File: config.mk
export PLATFORM = sky130hd
export DESIGN_NAME = fir_filter_top
export DESIGN_NICKNAME = d
export VERILOG_FILES = /design/src/verilog/fir_ctrl_pkg.sv /design/src/verilog/fir_data_pkg.sv /design/src/verilog/fir_command_decoder.sv /design/src/verilog/fir_tap_mac.sv /design/src/verilog/fir_result_stage.sv /design/src/verilog/fir_filter_top.sv
export SDC_FILE = /design/constraint.sdc
export NUM_CORES = 2
export LEC_CHECK = 0
export BUFFER_PORTS_ARGS = -buffer_cell sky130_fd_sc_hd__buf_4
export CORE_MARGIN = 4
export CORE_UTILIZATION = 50
export DETAILED_ROUTE_END_ITERATION = 10
export PLACE_DENSITY = 0.77
export SYNTH_ARGS = -nofsm -noshare
export SYNTH_HDL_FRONTEND = slang
export SYNTH_HIERARCHICAL = 1
export SYNTH_SLANG_ARGS = --single-unit
File: constraint.sdc
create_clock -name clock -period 19.3 [get_ports clock]
set_input_delay 0 -clock clock [delete_from_list [all_inputs] [get_ports clock]]
set_output_delay 0 -clock clock [all_outputs]
set_load 0.005 [all_outputs]
File: src/verilog/fir_ctrl_pkg.sv
package fir_ctrl_pkg;

	// Controller states of the command decoder
	// Idle waits for the first coefficient strobe after reset
	// Loading counts coefficients into the bank until it is full
	// Filtering accepts samples and turns coefficient strobes into restarts
	typedef enum logic [1:0] {
		state_idle      = 2'd0,
		state_loading   = 2'd1,
		state_filtering = 2'd2
	} fir_ctrl_state_t;

	// One command per cycle from the decoder to the tap MAC
	// No operation leaves the bank, the delay line and the sum untouched
	// Load coefficient shifts one more coefficient into the bank
	// Restart clears the bank and the delay line and takes a first coefficient
	// Push shifts a sample into the delay line and starts a new sum
	typedef enum logic [1:0] {
		op_nop        = 2'd0,
		op_load_coeff = 2'd1,
		op_restart    = 2'd2,
		op_push       = 2'd3
	} fir_opcode_t;

endpackage

File: src/verilog/fir_data_pkg.sv
package fir_data_pkg;

	// Unsigned input sample, also the width of the scaled output
	typedef logic [7:0] sample_t;

	// Unsigned filter coefficient
	typedef logic [7:0] coeff_t;

	// Right shift applied to the sum before saturation, 0 to 31
	typedef logic [4:0] shift_t;

	// Width of the full precision sum for a given number of taps
	// Each product needs 16 bits and every doubling of the tap count one more,
	// so the sum can never wrap
	function automatic int acc_width(input int taps);
		return 16 + $clog2(taps);
	endfunction

endpackage

File: src/verilog/fir_command_decoder.sv
`timescale 1ns/10ps

module fir_command_decoder
	import fir_ctrl_pkg::*, fir_data_pkg::*;
#(
	parameter int tap_count = 10
)(
	input  logic            clock,
	input  logic            rst_n,
	input  logic            load_coefficients_flag,
	input  logic            load_data_flag,
	input  coeff_t          coefficient_in,
	input  sample_t         data_in,
	output fir_opcode_t     opcode,
	output coeff_t          coefficient_data,
	output sample_t         sample_data,
	output logic            ready
);

	// Wide enough to hold the value tap_count itself
	localparam int count_width = $clog2(tap_count + 1);

	fir_ctrl_state_t state;

	// Number of coefficients taken since loading started
	logic [count_width-1:0] coefficient_count;
	logic [count_width-1:0] next_count;

	// Strobe decode
	// The coefficient strobe has priority when both strobes arrive together
	// In the filtering state a coefficient strobe means the bank is reloaded
	// from scratch, so it becomes a restart instead of a plain load
	always_comb begin
		opcode = op_nop;
		if (load_coefficients_flag) begin
			if (state == state_filtering) begin
				opcode = op_restart;
			end else begin
				opcode = op_load_coeff;
			end
		end else if (load_data_flag && (state == state_filtering)) begin
			// Samples are dropped until the bank is full
			opcode = op_push;
		end
	end

	// A restart counts its own coefficient as the first one
	always_comb begin
		if (opcode == op_restart) begin
			next_count = count_width'(1);
		end else begin
			next_count = coefficient_count + count_width'(1);
		end
	end

	// State and coefficient counter
	// The state moves to filtering on the same edge that takes the last
	// coefficient, which is what raises ready
	always_ff @(posedge clock) begin
		if (!rst_n) begin
			state <= state_idle;
			coefficient_count <= '0;
		end else begin
			case (opcode)
				op_load_coeff, op_restart: begin
					if (next_count == count_width'(tap_count)) begin
						state <= state_filtering;
						coefficient_count <= '0;
					end else begin
						state <= state_loading;
						coefficient_count <= next_count;
					end
				end
				default: begin
					// Push and no operation leave the sequencing alone
					state <= state;
				end
			endcase
		end
	end

	// Payload towards the MAC is forced to zero when the opcode does not use it,
	// so nothing downstream sees data from a rejected strobe
	always_comb begin
		if ((opcode == op_load_coeff) || (opcode == op_restart)) begin
			coefficient_data = coefficient_in;
		end else begin
			coefficient_data = '0;
		end
	end

	always_comb begin
		if (opcode == op_push) begin
			sample_data = data_in;
		end else begin
			sample_data = '0;
		end
	end

	// The bank is full exactly while filtering
	assign ready = (state == state_filtering);

endmodule

File: src/verilog/fir_tap_mac.sv
`timescale 1ns/10ps

module fir_tap_mac
	import fir_ctrl_pkg::*, fir_data_pkg::*;
#(
	parameter int tap_count = 10
)(
	input  logic                            clock,
	input  logic                            rst_n,
	input  fir_opcode_t                     opcode,
	input  coeff_t                          coefficient_data,
	input  sample_t                         sample_data,
	output logic [acc_width(tap_count)-1:0] sum,
	output logic                            sum_valid
);

	localparam int sum_width = acc_width(tap_count);

	// Coefficient bank
	// New coefficients enter at the top and move down, so after tap_count
	// loads the first loaded coefficient sits at index 0
	coeff_t coeff_bank [tap_count];

	// Stored samples, newest at index 0
	// Index k holds the sample that was pushed k+1 strobes ago
	sample_t sample_line [tap_count-1];

	// Taps seen by the multipliers
	// Tap 0 is the incoming sample, the rest come from the delay line
	sample_t window [tap_count];

	logic [sum_width-1:0] next_sum;

	always_comb begin
		window[0] = sample_data;
		for (int k = 1; k < tap_count; k++) begin
			window[k] = sample_line[k-1];
		end
	end

	// Multiply-accumulate over every tap
	// Each product is formed at 16 bits and then widened to the sum width
	always_comb begin
		logic [15:0] product;
		next_sum = '0;
		for (int k = 0; k < tap_count; k++) begin
			product = coeff_bank[k] * window[k];
			next_sum = next_sum + sum_width'(product);
		end
	end

	// Coefficient bank and delay line
	always_ff @(posedge clock) begin
		if (!rst_n) begin
			for (int k = 0; k < tap_count; k++) begin
				coeff_bank[k] <= '0;
			end
			for (int k = 0; k < tap_count - 1; k++) begin
				sample_line[k] <= '0;
			end
		end else begin
			case (opcode)
				op_load_coeff: begin
					for (int k = 0; k < tap_count - 1; k++) begin
						coeff_bank[k] <= coeff_bank[k+1];
					end
					coeff_bank[tap_count-1] <= coefficient_data;
				end
				op_restart: begin
					// Old coefficients and old samples are both discarded
					for (int k = 0; k < tap_count - 1; k++) begin
						coeff_bank[k] <= '0;
						sample_line[k] <= '0;
					end
					coeff_bank[tap_count-1] <= coefficient_data;
				end
				op_push: begin
					// The window already holds the shifted view of the line
					for (int k = 0; k < tap_count - 1; k++) begin
						sample_line[k] <= window[k];
					end
				end
				default: begin
					coeff_bank <= coeff_bank;
				end
			endcase
		end
	end

	// The sum is only meaningful while sum_valid is high
	always_ff @(posedge clock) begin
		if (opcode == op_push) begin
			sum <= next_sum;
		end
	end

	// One valid pulse per pushed sample
	always_ff @(posedge clock) begin
		if (!rst_n) begin
			sum_valid <= 1'b0;
		end else begin
			sum_valid <= (opcode == op_push);
		end
	end

endmodule

File: src/verilog/fir_result_stage.sv
`timescale 1ns/10ps

module fir_result_stage
	import fir_data_pkg::*;
#(
	parameter int tap_count = 10
)(
	input  logic                            clock,
	input  logic                            rst_n,
	input  logic [acc_width(tap_count)-1:0] sum,
	input  logic                            sum_valid,
	input  shift_t                          shift,
	output logic [acc_width(tap_count)-1:0] result,
	output sample_t                         scaled,
	output logic                            saturated,
	output logic                            result_valid
);

	localparam int sum_width = acc_width(tap_count);

	logic [sum_width-1:0] shifted;
	logic overflow;

	// Scale the sum down by the requested amount
	// Any bit left above the low byte means the value does not fit in 8 bits
	always_comb begin
		shifted = sum >> shift;
		overflow = |shifted[sum_width-1:8];
	end

	// Output registers, loaded only when a new sum arrives
	// The full sum is kept next to the scaled value for inspection
	always_ff @(posedge clock) begin
		if (sum_valid) begin
			result <= sum;
			saturated <= overflow;
			if (overflow) begin
				// Clamp to the largest 8-bit value
				scaled <= '1;
			end else begin
				scaled <= shifted[7:0];
			end
		end
	end

	// Valid follows the data by the same single register
	always_ff @(posedge clock) begin
		if (!rst_n) begin
			result_valid <= 1'b0;
		end else begin
			result_valid <= sum_valid;
		end
	end

endmodule

File: src/verilog/fir_filter_top.sv
`timescale 1ns/10ps

module fir_filter_top
	import fir_ctrl_pkg::*, fir_data_pkg::*;
#(
	parameter int tap_count = 10
)(
	input  logic                            clock,
	input  logic                            rst_n,
	input  logic                            load_coefficients_flag,
	input  logic                            load_data_flag,
	input  coeff_t                          coefficient_in,
	input  sample_t                         data_in,
	input  shift_t                          shift,
	output logic                            ready,
	output logic [acc_width(tap_count)-1:0] result,
	output sample_t                         scaled,
	output logic                            saturated,
	output logic                            result_valid
);

	// Decoder to MAC
	fir_opcode_t opcode;
	coeff_t coefficient_data;
	sample_t sample_data;

	// MAC to result stage
	logic [acc_width(tap_count)-1:0] sum;
	logic sum_valid;

	// Decode stage turns the strobes into one opcode per cycle
	fir_command_decoder #(
		.tap_count (tap_count)
	) fir_command_decoder_inst (
		.clock                  (clock),
		.rst_n                  (rst_n),
		.load_coefficients_flag (load_coefficients_flag),
		.load_data_flag         (load_data_flag),
		.coefficient_in         (coefficient_in),
		.data_in                (data_in),
		.opcode                 (opcode),
		.coefficient_data       (coefficient_data),
		.sample_data            (sample_data),
		.ready                  (ready)
	);

	// Execute stage holds the bank and line and registers the sum
	fir_tap_mac #(
		.tap_count (tap_count)
	) fir_tap_mac_inst (
		.clock            (clock),
		.rst_n            (rst_n),
		.opcode           (opcode),
		.coefficient_data (coefficient_data),
		.sample_data      (sample_data),
		.sum              (sum),
		.sum_valid        (sum_valid)
	);

	// Result stage scales, clamps and registers the outputs
	fir_result_stage #(
		.tap_count (tap_count)
	) fir_result_stage_inst (
		.clock        (clock),
		.rst_n        (rst_n),
		.sum          (sum),
		.sum_valid    (sum_valid),
		.shift        (shift),
		.result       (result),
		.scaled       (scaled),
		.saturated    (saturated),
		.result_valid (result_valid)
	);

endmodule

; ---- Yosys cells after proc, flatten, opt, wreduce, memory -nomap -nowiden
; Memory sizes are Yosys's and may differ from the RTL's.
; Cells that the tools add are included.
[op_classes]
addsub = 10
n_mul = 10
n_eq_ne = 5
shift = 1
n_mux = 34
n_bitwise = 18
n_reduce_logical = 5
[op_table]
columns = op, n
row1 = $add A20 B16 Y20, 8
row2 = $mul A8 B8 Y16, 10
row3 = $mux W8, 20
row4 = $pmux W80 S2, 1
row5 = $shr A20 B5 Y20, 1
row6 = $or A1 B1 Y1, 18
row7 = $add A16 B16 Y17, 1
row8 = $reduce_or A12 Y1, 1
row9 = $mux W2, 4
row10 = $mux W4, 2
row11 = $mux W1, 7
row12 = $eq A2 B2 Y1 const B, 3
row13 = $add A4 B1 Y4 const B, 1
row14 = $eq A4 B4 Y1 const B, 1
row15 = $eq A2 B1 Y1 const B, 1
row16 = $reduce_bool A2 Y1, 1
row17 = $reduce_or A2 Y1, 1
row18 = $logic_and A1 B1 Y1, 1
row19 = $logic_or A1 B1 Y1, 1
[totals]
regBits = 137
ram_bits = 72
output_inout_bits = 31
mem_count = 1
[memory_table]
columns = memory, depth, width, read_ports, rd_ports_with_merged_regs, wr, line_no
row1 = fir_tap_mac_inst.sample_line, 9, 8, 9, 0, 9, fir_tap_mac.sv:26  ; sample_t sample_line [tap_count-1];

; ---- Longest topological paths before layout
[depth]
ltp_word = 16
mapped_depth = 32

; ---- Hierarchy
; The synthesis kept the hierarchy.
[by_module_without_submodules]
columns = mod, n_inst, cells_per_inst, area_each_um2, seq_area_each_um2
row1 = fir_tap_mac, 1, 2980, 29355.7, 4384.2
row2 = fir_result_stage, 1, 179, 2089.5, 890.9
row3 = fir_command_decoder, 1, 59, 478.0, 120.1

; ---- Least setup slack after synthesis
; No wires, ideal clock.
[synth_timing]
kind = register -> register
startpoint = register fir_command_decoder_inst.state[1]
endpoint = register fir_tap_mac_inst.sum[17] (data pin)
setup_ns = 0.259
t_arrival_ns = 8.006
required_ns = 19.041
slack_ns = 11.034
path_stages_with_launch = 31
path_buffers = 1
period_less_slack_ns = 8.266
path_cell_list = dfxtp_1 > nor2b_1 > nand2_1 > mux2i_1 > ha_1 > and2_1 > clkbuf_1 > nand2_1 > fa_1 > inv_1 > fa_1 > inv_1 > fa_1 > fa_1 > inv_1 > fa_1 > inv_1 > fa_1 > fa_1 > inv_1 > fa_1 > fa_1 > inv_1 > fa_1 > inv_1 > ha_1 > and3_1 > and4_4 > a211oi_4 > a21oi_2 > xor2_1
[synth_between]
elab_chain_cells = 16
[synth_rtl]
columns = item, line_no
row1 = from (decl), fir_command_decoder.sv:23  ; fir_ctrl_state_t state;
row2 = from (signal assigned), fir_command_decoder.sv:61  ; state <= state_idle;
row3 = from (signal assigned), fir_command_decoder.sv:67  ; state <= state_filtering;
row4 = from (signal assigned), fir_command_decoder.sv:70  ; state <= state_loading;
row5 = $eq A2 B2 Y1 *, n/a
row6 = via ready, fir_filter_top.sv:15  ; output logic ready,
row7 = $logic_and A1 B1 Y1, fir_command_decoder.sv:41  ; end else if (load_data_flag && (state == state_filtering)) begin
row8 = $mux W2, fir_command_decoder.sv:41
row9 = $mux W2 *, fir_command_decoder.sv:35  ; if (load_coefficients_flag) begin
row10 = via opcode[0], fir_filter_top.sv:23  ; fir_opcode_t opcode;
row11 = $eq A2 B2 Y1 *, fir_command_decoder.sv:93  ; if (opcode == op_push) begin
row12 = $mux W8 *, fir_command_decoder.sv:93
row13 = via sample_data[5], fir_filter_top.sv:25  ; sample_t sample_data;
row14 = $mul A8 B8 Y16 *, fir_tap_mac.sv:47  ; product = coeff_bank[k] * window[k];
row15 = $add A16 B16 Y17 *, fir_tap_mac.sv:48  ; next_sum = next_sum + sum_width'(product);
row16 = $add A20 B16 Y20 * (8 in a row), fir_tap_mac.sv:48
row17 = via fir_tap_mac_inst.next_sum[17], fir_tap_mac.sv:32  ; logic [sum_width-1:0] next_sum;
row18 = to (signal assigned), fir_tap_mac.sv:93  ; sum <= next_sum;
row19 = to (decl), fir_tap_mac.sv:13  ; output logic [acc_width(tap_count)-1:0] sum,
; Mark *: on every way through the listed nets, which the timed path passes. The rest lies on a longest branch.
; A chain may end at the register's enable or synchronous reset.

; ---- Worst setup path in the final report
[layout_timing]
startpoint = register fir_command_decoder_inst.state[1]
endpoint = register fir_tap_mac_inst.sum[17] (data pin)
[layout_between]
elab_chain_cells = 16
[layout_rtl]
columns = item, line_no
row1 = $eq A2 B2 Y1 *, "fir_command_decoder.sv:36, fir_command_decoder.sv:41"
row2 = $logic_and A1 B1 Y1, fir_command_decoder.sv:41
row3 = $mux W2, fir_command_decoder.sv:41
row4 = $mux W2 *, fir_command_decoder.sv:35
row5 = via opcode[0], fir_filter_top.sv:23
row6 = $eq A2 B2 Y1 *, fir_command_decoder.sv:93
row7 = $mux W8 *, fir_command_decoder.sv:93
row8 = via sample_data[2], fir_filter_top.sv:25
row9 = $mul A8 B8 Y16 *, fir_tap_mac.sv:47
row10 = $add A16 B16 Y17 *, fir_tap_mac.sv:48
row11 = $add A20 B16 Y20 * (8 in a row), fir_tap_mac.sv:48
row12 = via fir_tap_mac_inst.next_sum[17], fir_tap_mac.sv:32
; Marked as above.

==> reports/qor.csv <==
metric,value,unit
share of power burned in registers,43.9,%
Sw Pwr,0.308,mW
Post-Place Cell Area,33000,sq um
Post-synth ARST share,0,%
DR WL/cell,19.9,microns
Internal,0.828,mW
WP buf/inv,7,
1st-iter DRT viols,1783,
first-pass GRT wire length,129000,microns
number of clock sinks,209,
boundary pin count,56,
FMAX,113,MHz
CP Capture Type,flop,
Comb pwr share,10.7,%
switching part of the total,27.1,%
worst hold path cell count,3,
Leakage,17.0,nW
sequential share of the synthesized area,16.9,%
min setup slack post-route,10.47,ns
Reg2Reg Depth,29,
kind of critical path,flop to flop,
largest area contributor in the netlist,fa_1,
root buf cell,clkbuf_16,
die span in y,261,microns
reg2reg start,fir_command_decoder_inst/state[1],
Startpoint Class,flop,
drt via density,5.35,
CORE AREA,63200,sq um
Tot Pwr,1.14,mW
worst r2r dst,fir_tap_mac_inst/sum[17],
htree depth,1,
Starting Density,50.5,%
fin. max-slew vios,0,
r2r setup slk,10.47,ns
number of port buffers,55,
Setup TNS,0,ns
Vias,21836,
period utilization,45.7,%
Fin Hold WS,0.195,ns
CP Max Fanout,9,
Placed Cells incl. Taps,4006,
HPWL Detailed,63900,microns
Overflow after GRT,0,
post-route insts no fill,4084,
post-route minimum period,8.83,ns
design area,34200,sq um
Synth Area per Inst,9.92,sq um
Detailed Route WL,81400,microns
CTS Buf Count,26,
worst path required time,19.60,ns
number of synthesized flops with an enable pin,121,
final setup vio count,0,
Final ANT Viol Nets,0,
gr usage total,24.7,%
unrepaired setup endpoints after global routing,false,
CTS tree,yes,
hold path endpoint,fir_tap_mac_inst/sample_line[0][2],
slowest CP cell,fa_1,
HP Class,primary input to flop,
Clock transition at path regs,0.06,ns
status,completed,
worst min-delay path startpoint,data_in[2],
Die W,261,microns
area delta synth->final,7.11,%
Post-Syn Area,31900,sq um
yosys warns,6,
Setup Skew,0.0303,ns
die area,68000,sq um
#FFs+latches synth,209,
DP Worst Slack,10.49,ns
DR pass1 iterations,5,
initial antenna violation count,0,
vias in the first global route,23130,
DRC Markers,0,
largest net degree at the start of global routing,79,
post_cts resized,0,
max incr delay on CP,0.55,ns
fillers,5421,
synth unique cells,82,
syn nets,4130,
Slew headroom,13.4,%
# rows,92,
CP arrival,9.13,ns
Post-synth top flop,edfxtp_1,
Synth top area share,38.1,%
nets@finish,4130,
CTS Buffer Depth,3,
Inserted Diodes,0,
worst skew pair latency,0.58,ns
share of cells above drive strength 1,4.79,%
Max IR drop VDD,0.0000472,V
"most used cell, CP",fa_1,
RePlAce Congestion,0.961,
max-cap violations,0,
Final Hold Viols,0,
post-synthesis instance total,3218,
Cell Pwr Density,33.2,nW/um^2
CP top delay family,adder cells,
"top cells by area, synth","fa_1 38%, edfxtp_1 11%, ha_1 11%",
Util after Layout,54.1,%
actual slew at the worst max-slew pin,1.30,ns
clock share of power,45.3,%
## placed cells by master, fill, tap and decap left out, types with 4 or more instances in the layout
master,count
o211ai_1,5
mux2_2,5
fa_1,608
buf_4,63
and3_1,75
nor2_1,14
o21ai_0,13
clkinv_2,5
dfxtp_1,88
xnor2_1,10
edfxtp_1,121
nand3b_1,4
a211oi_1,4
nor3b_1,76
nand3_1,7
nor2b_1,88
ha_1,277
a31oi_1,7
mux2i_1,22
mux4_2,12
nand2_1,262
and2_1,421
a21o_1,6
dlygate4sd3_1,30
nor3_1,6
clkbuf_16,28
nand2b_1,6
inv_1,804
a21oi_1,81
xor2_1,6
## layer usage
metal	track usage, %	vias up	wire [microns]
met2	39.8	815	38000
met4	8.81	0	3410
met5	0	-	0
met3	4.75	161	6340
met1	33.5	11192	33600
li1	-	9668	-
## worst reg2reg max path, delay by kind of cell (launching register included)
family	cells	cell delay, ns
AO/OA/AOI/OAI	2	0.42
XOR/XNOR	1	0.15
adder cells (fa/ha/maj)	12	5.74
buffers and inverters	7	0.36
flip-flops	1	0.35
multiplexers	1	0.33
AND/OR/NAND/NOR	6	1.20
## how the worst max path moves through the flow
stage / start / end / slack, ns / cells after the start
3_5_place_dp: fir_command_decoder_inst/state[1] / fir_tap_mac_inst/sum[17] / 10.49 / 29
6_report: fir_command_decoder_inst/state[1] / fir_tap_mac_inst/sum[17] / 10.47 / 29
4_1_cts: fir_command_decoder_inst/state[1] / fir_tap_mac_inst/sum[17] / 10.47 / 29
5_1_grt: fir_command_decoder_inst/state[1] / fir_tap_mac_inst/sum[17] / 10.00 / 29
3_3_place_gp: fir_command_decoder_inst/state[1] / fir_tap_mac_inst/sum[17] / 10.61 / 29
2_1_floorplan: fir_command_decoder_inst/state[1] / fir_tap_mac_inst/sum[17] / 11.03 / 30
## sequential cells by signal, indices dropped and copies added (netlist names)
| signal | count |
|---|---|
| fir_tap_mac_inst/sum | 20 |
| fir_result_stage_inst/scaled | 8 |
| fir_result_stage_inst/result_valid | 1 |
| fir_result_stage_inst/saturated | 1 |
| fir_tap_mac_inst/sample_line | 72 |
| fir_tap_mac_inst/coeff_bank | 80 |
| fir_command_decoder_inst/state | 2 |
| fir_command_decoder_inst/coefficient_count | 4 |
| fir_tap_mac_inst/sum_valid | 1 |
| fir_result_stage_inst/result | 20 |
## final cells by class
| class | count | area, sq um | share of cell area, % |
|---|---|---|---|
| clock buffers | 30 | 728 | 2.13 |
| clock inverters | 18 | 166 | 0.487 |
| inverters | 805 | 3020 | 8.84 |
| multi-input cells | 2083 | 23100 | 67.4 |
| flip-flops and latches | 209 | 5400 | 15.8 |
| well taps | 846 | 1060 | 3.10 |
| repair buffers | 93 | 773 | 2.26 |
## synth_stat cells (10+ instances only)
cell type / number
buf_2: 11
and3_1: 75
nor2_1: 14
nor2b_1: 88
fa_1: 608
nor3b_1: 76
edfxtp_1: 121
a21oi_1: 81
mux4_2: 12
inv_1: 804
nand2_1: 262
dfxtp_1: 88
and2_1: 421
xnor2_1: 10
mux2i_1: 22
clkbuf_1: 101
ha_1: 279
o21ai_0: 13
## cells by family after synthesis
family / count (synthesis) / synth area share [%]
xor gates and xnor gates: 16 / 0.439
DFF: 209 / 16.9
adders and majority gates: 887 / 49.1
muxes: 40 / 1.75
buffers and inverters: 926 / 11.0
AOI/OAI and AO/OA: 162 / 3.43
and+or+nand+nor: 978 / 17.4
## power groups by stage
stage	registers (mW)	clock network (mW)	logic [mW]
final	0.499	0.515	0.122
after detailed placement	0.507	0	0.116
after global placement	0.507	0	0.112
after CTS	0.498	0.526	0.121
after global routing	0.500	0.542	0.137
after floorplan	0.495	0	0.0882
## timing repair
action,4_1_cts,5_1_grt
endpoints found under the setup margin,0,0
endpoints found under the hold margin,38,0
setup buffers,0,0
hold buffers,30,0
Power figures use the tool's default switching activity.
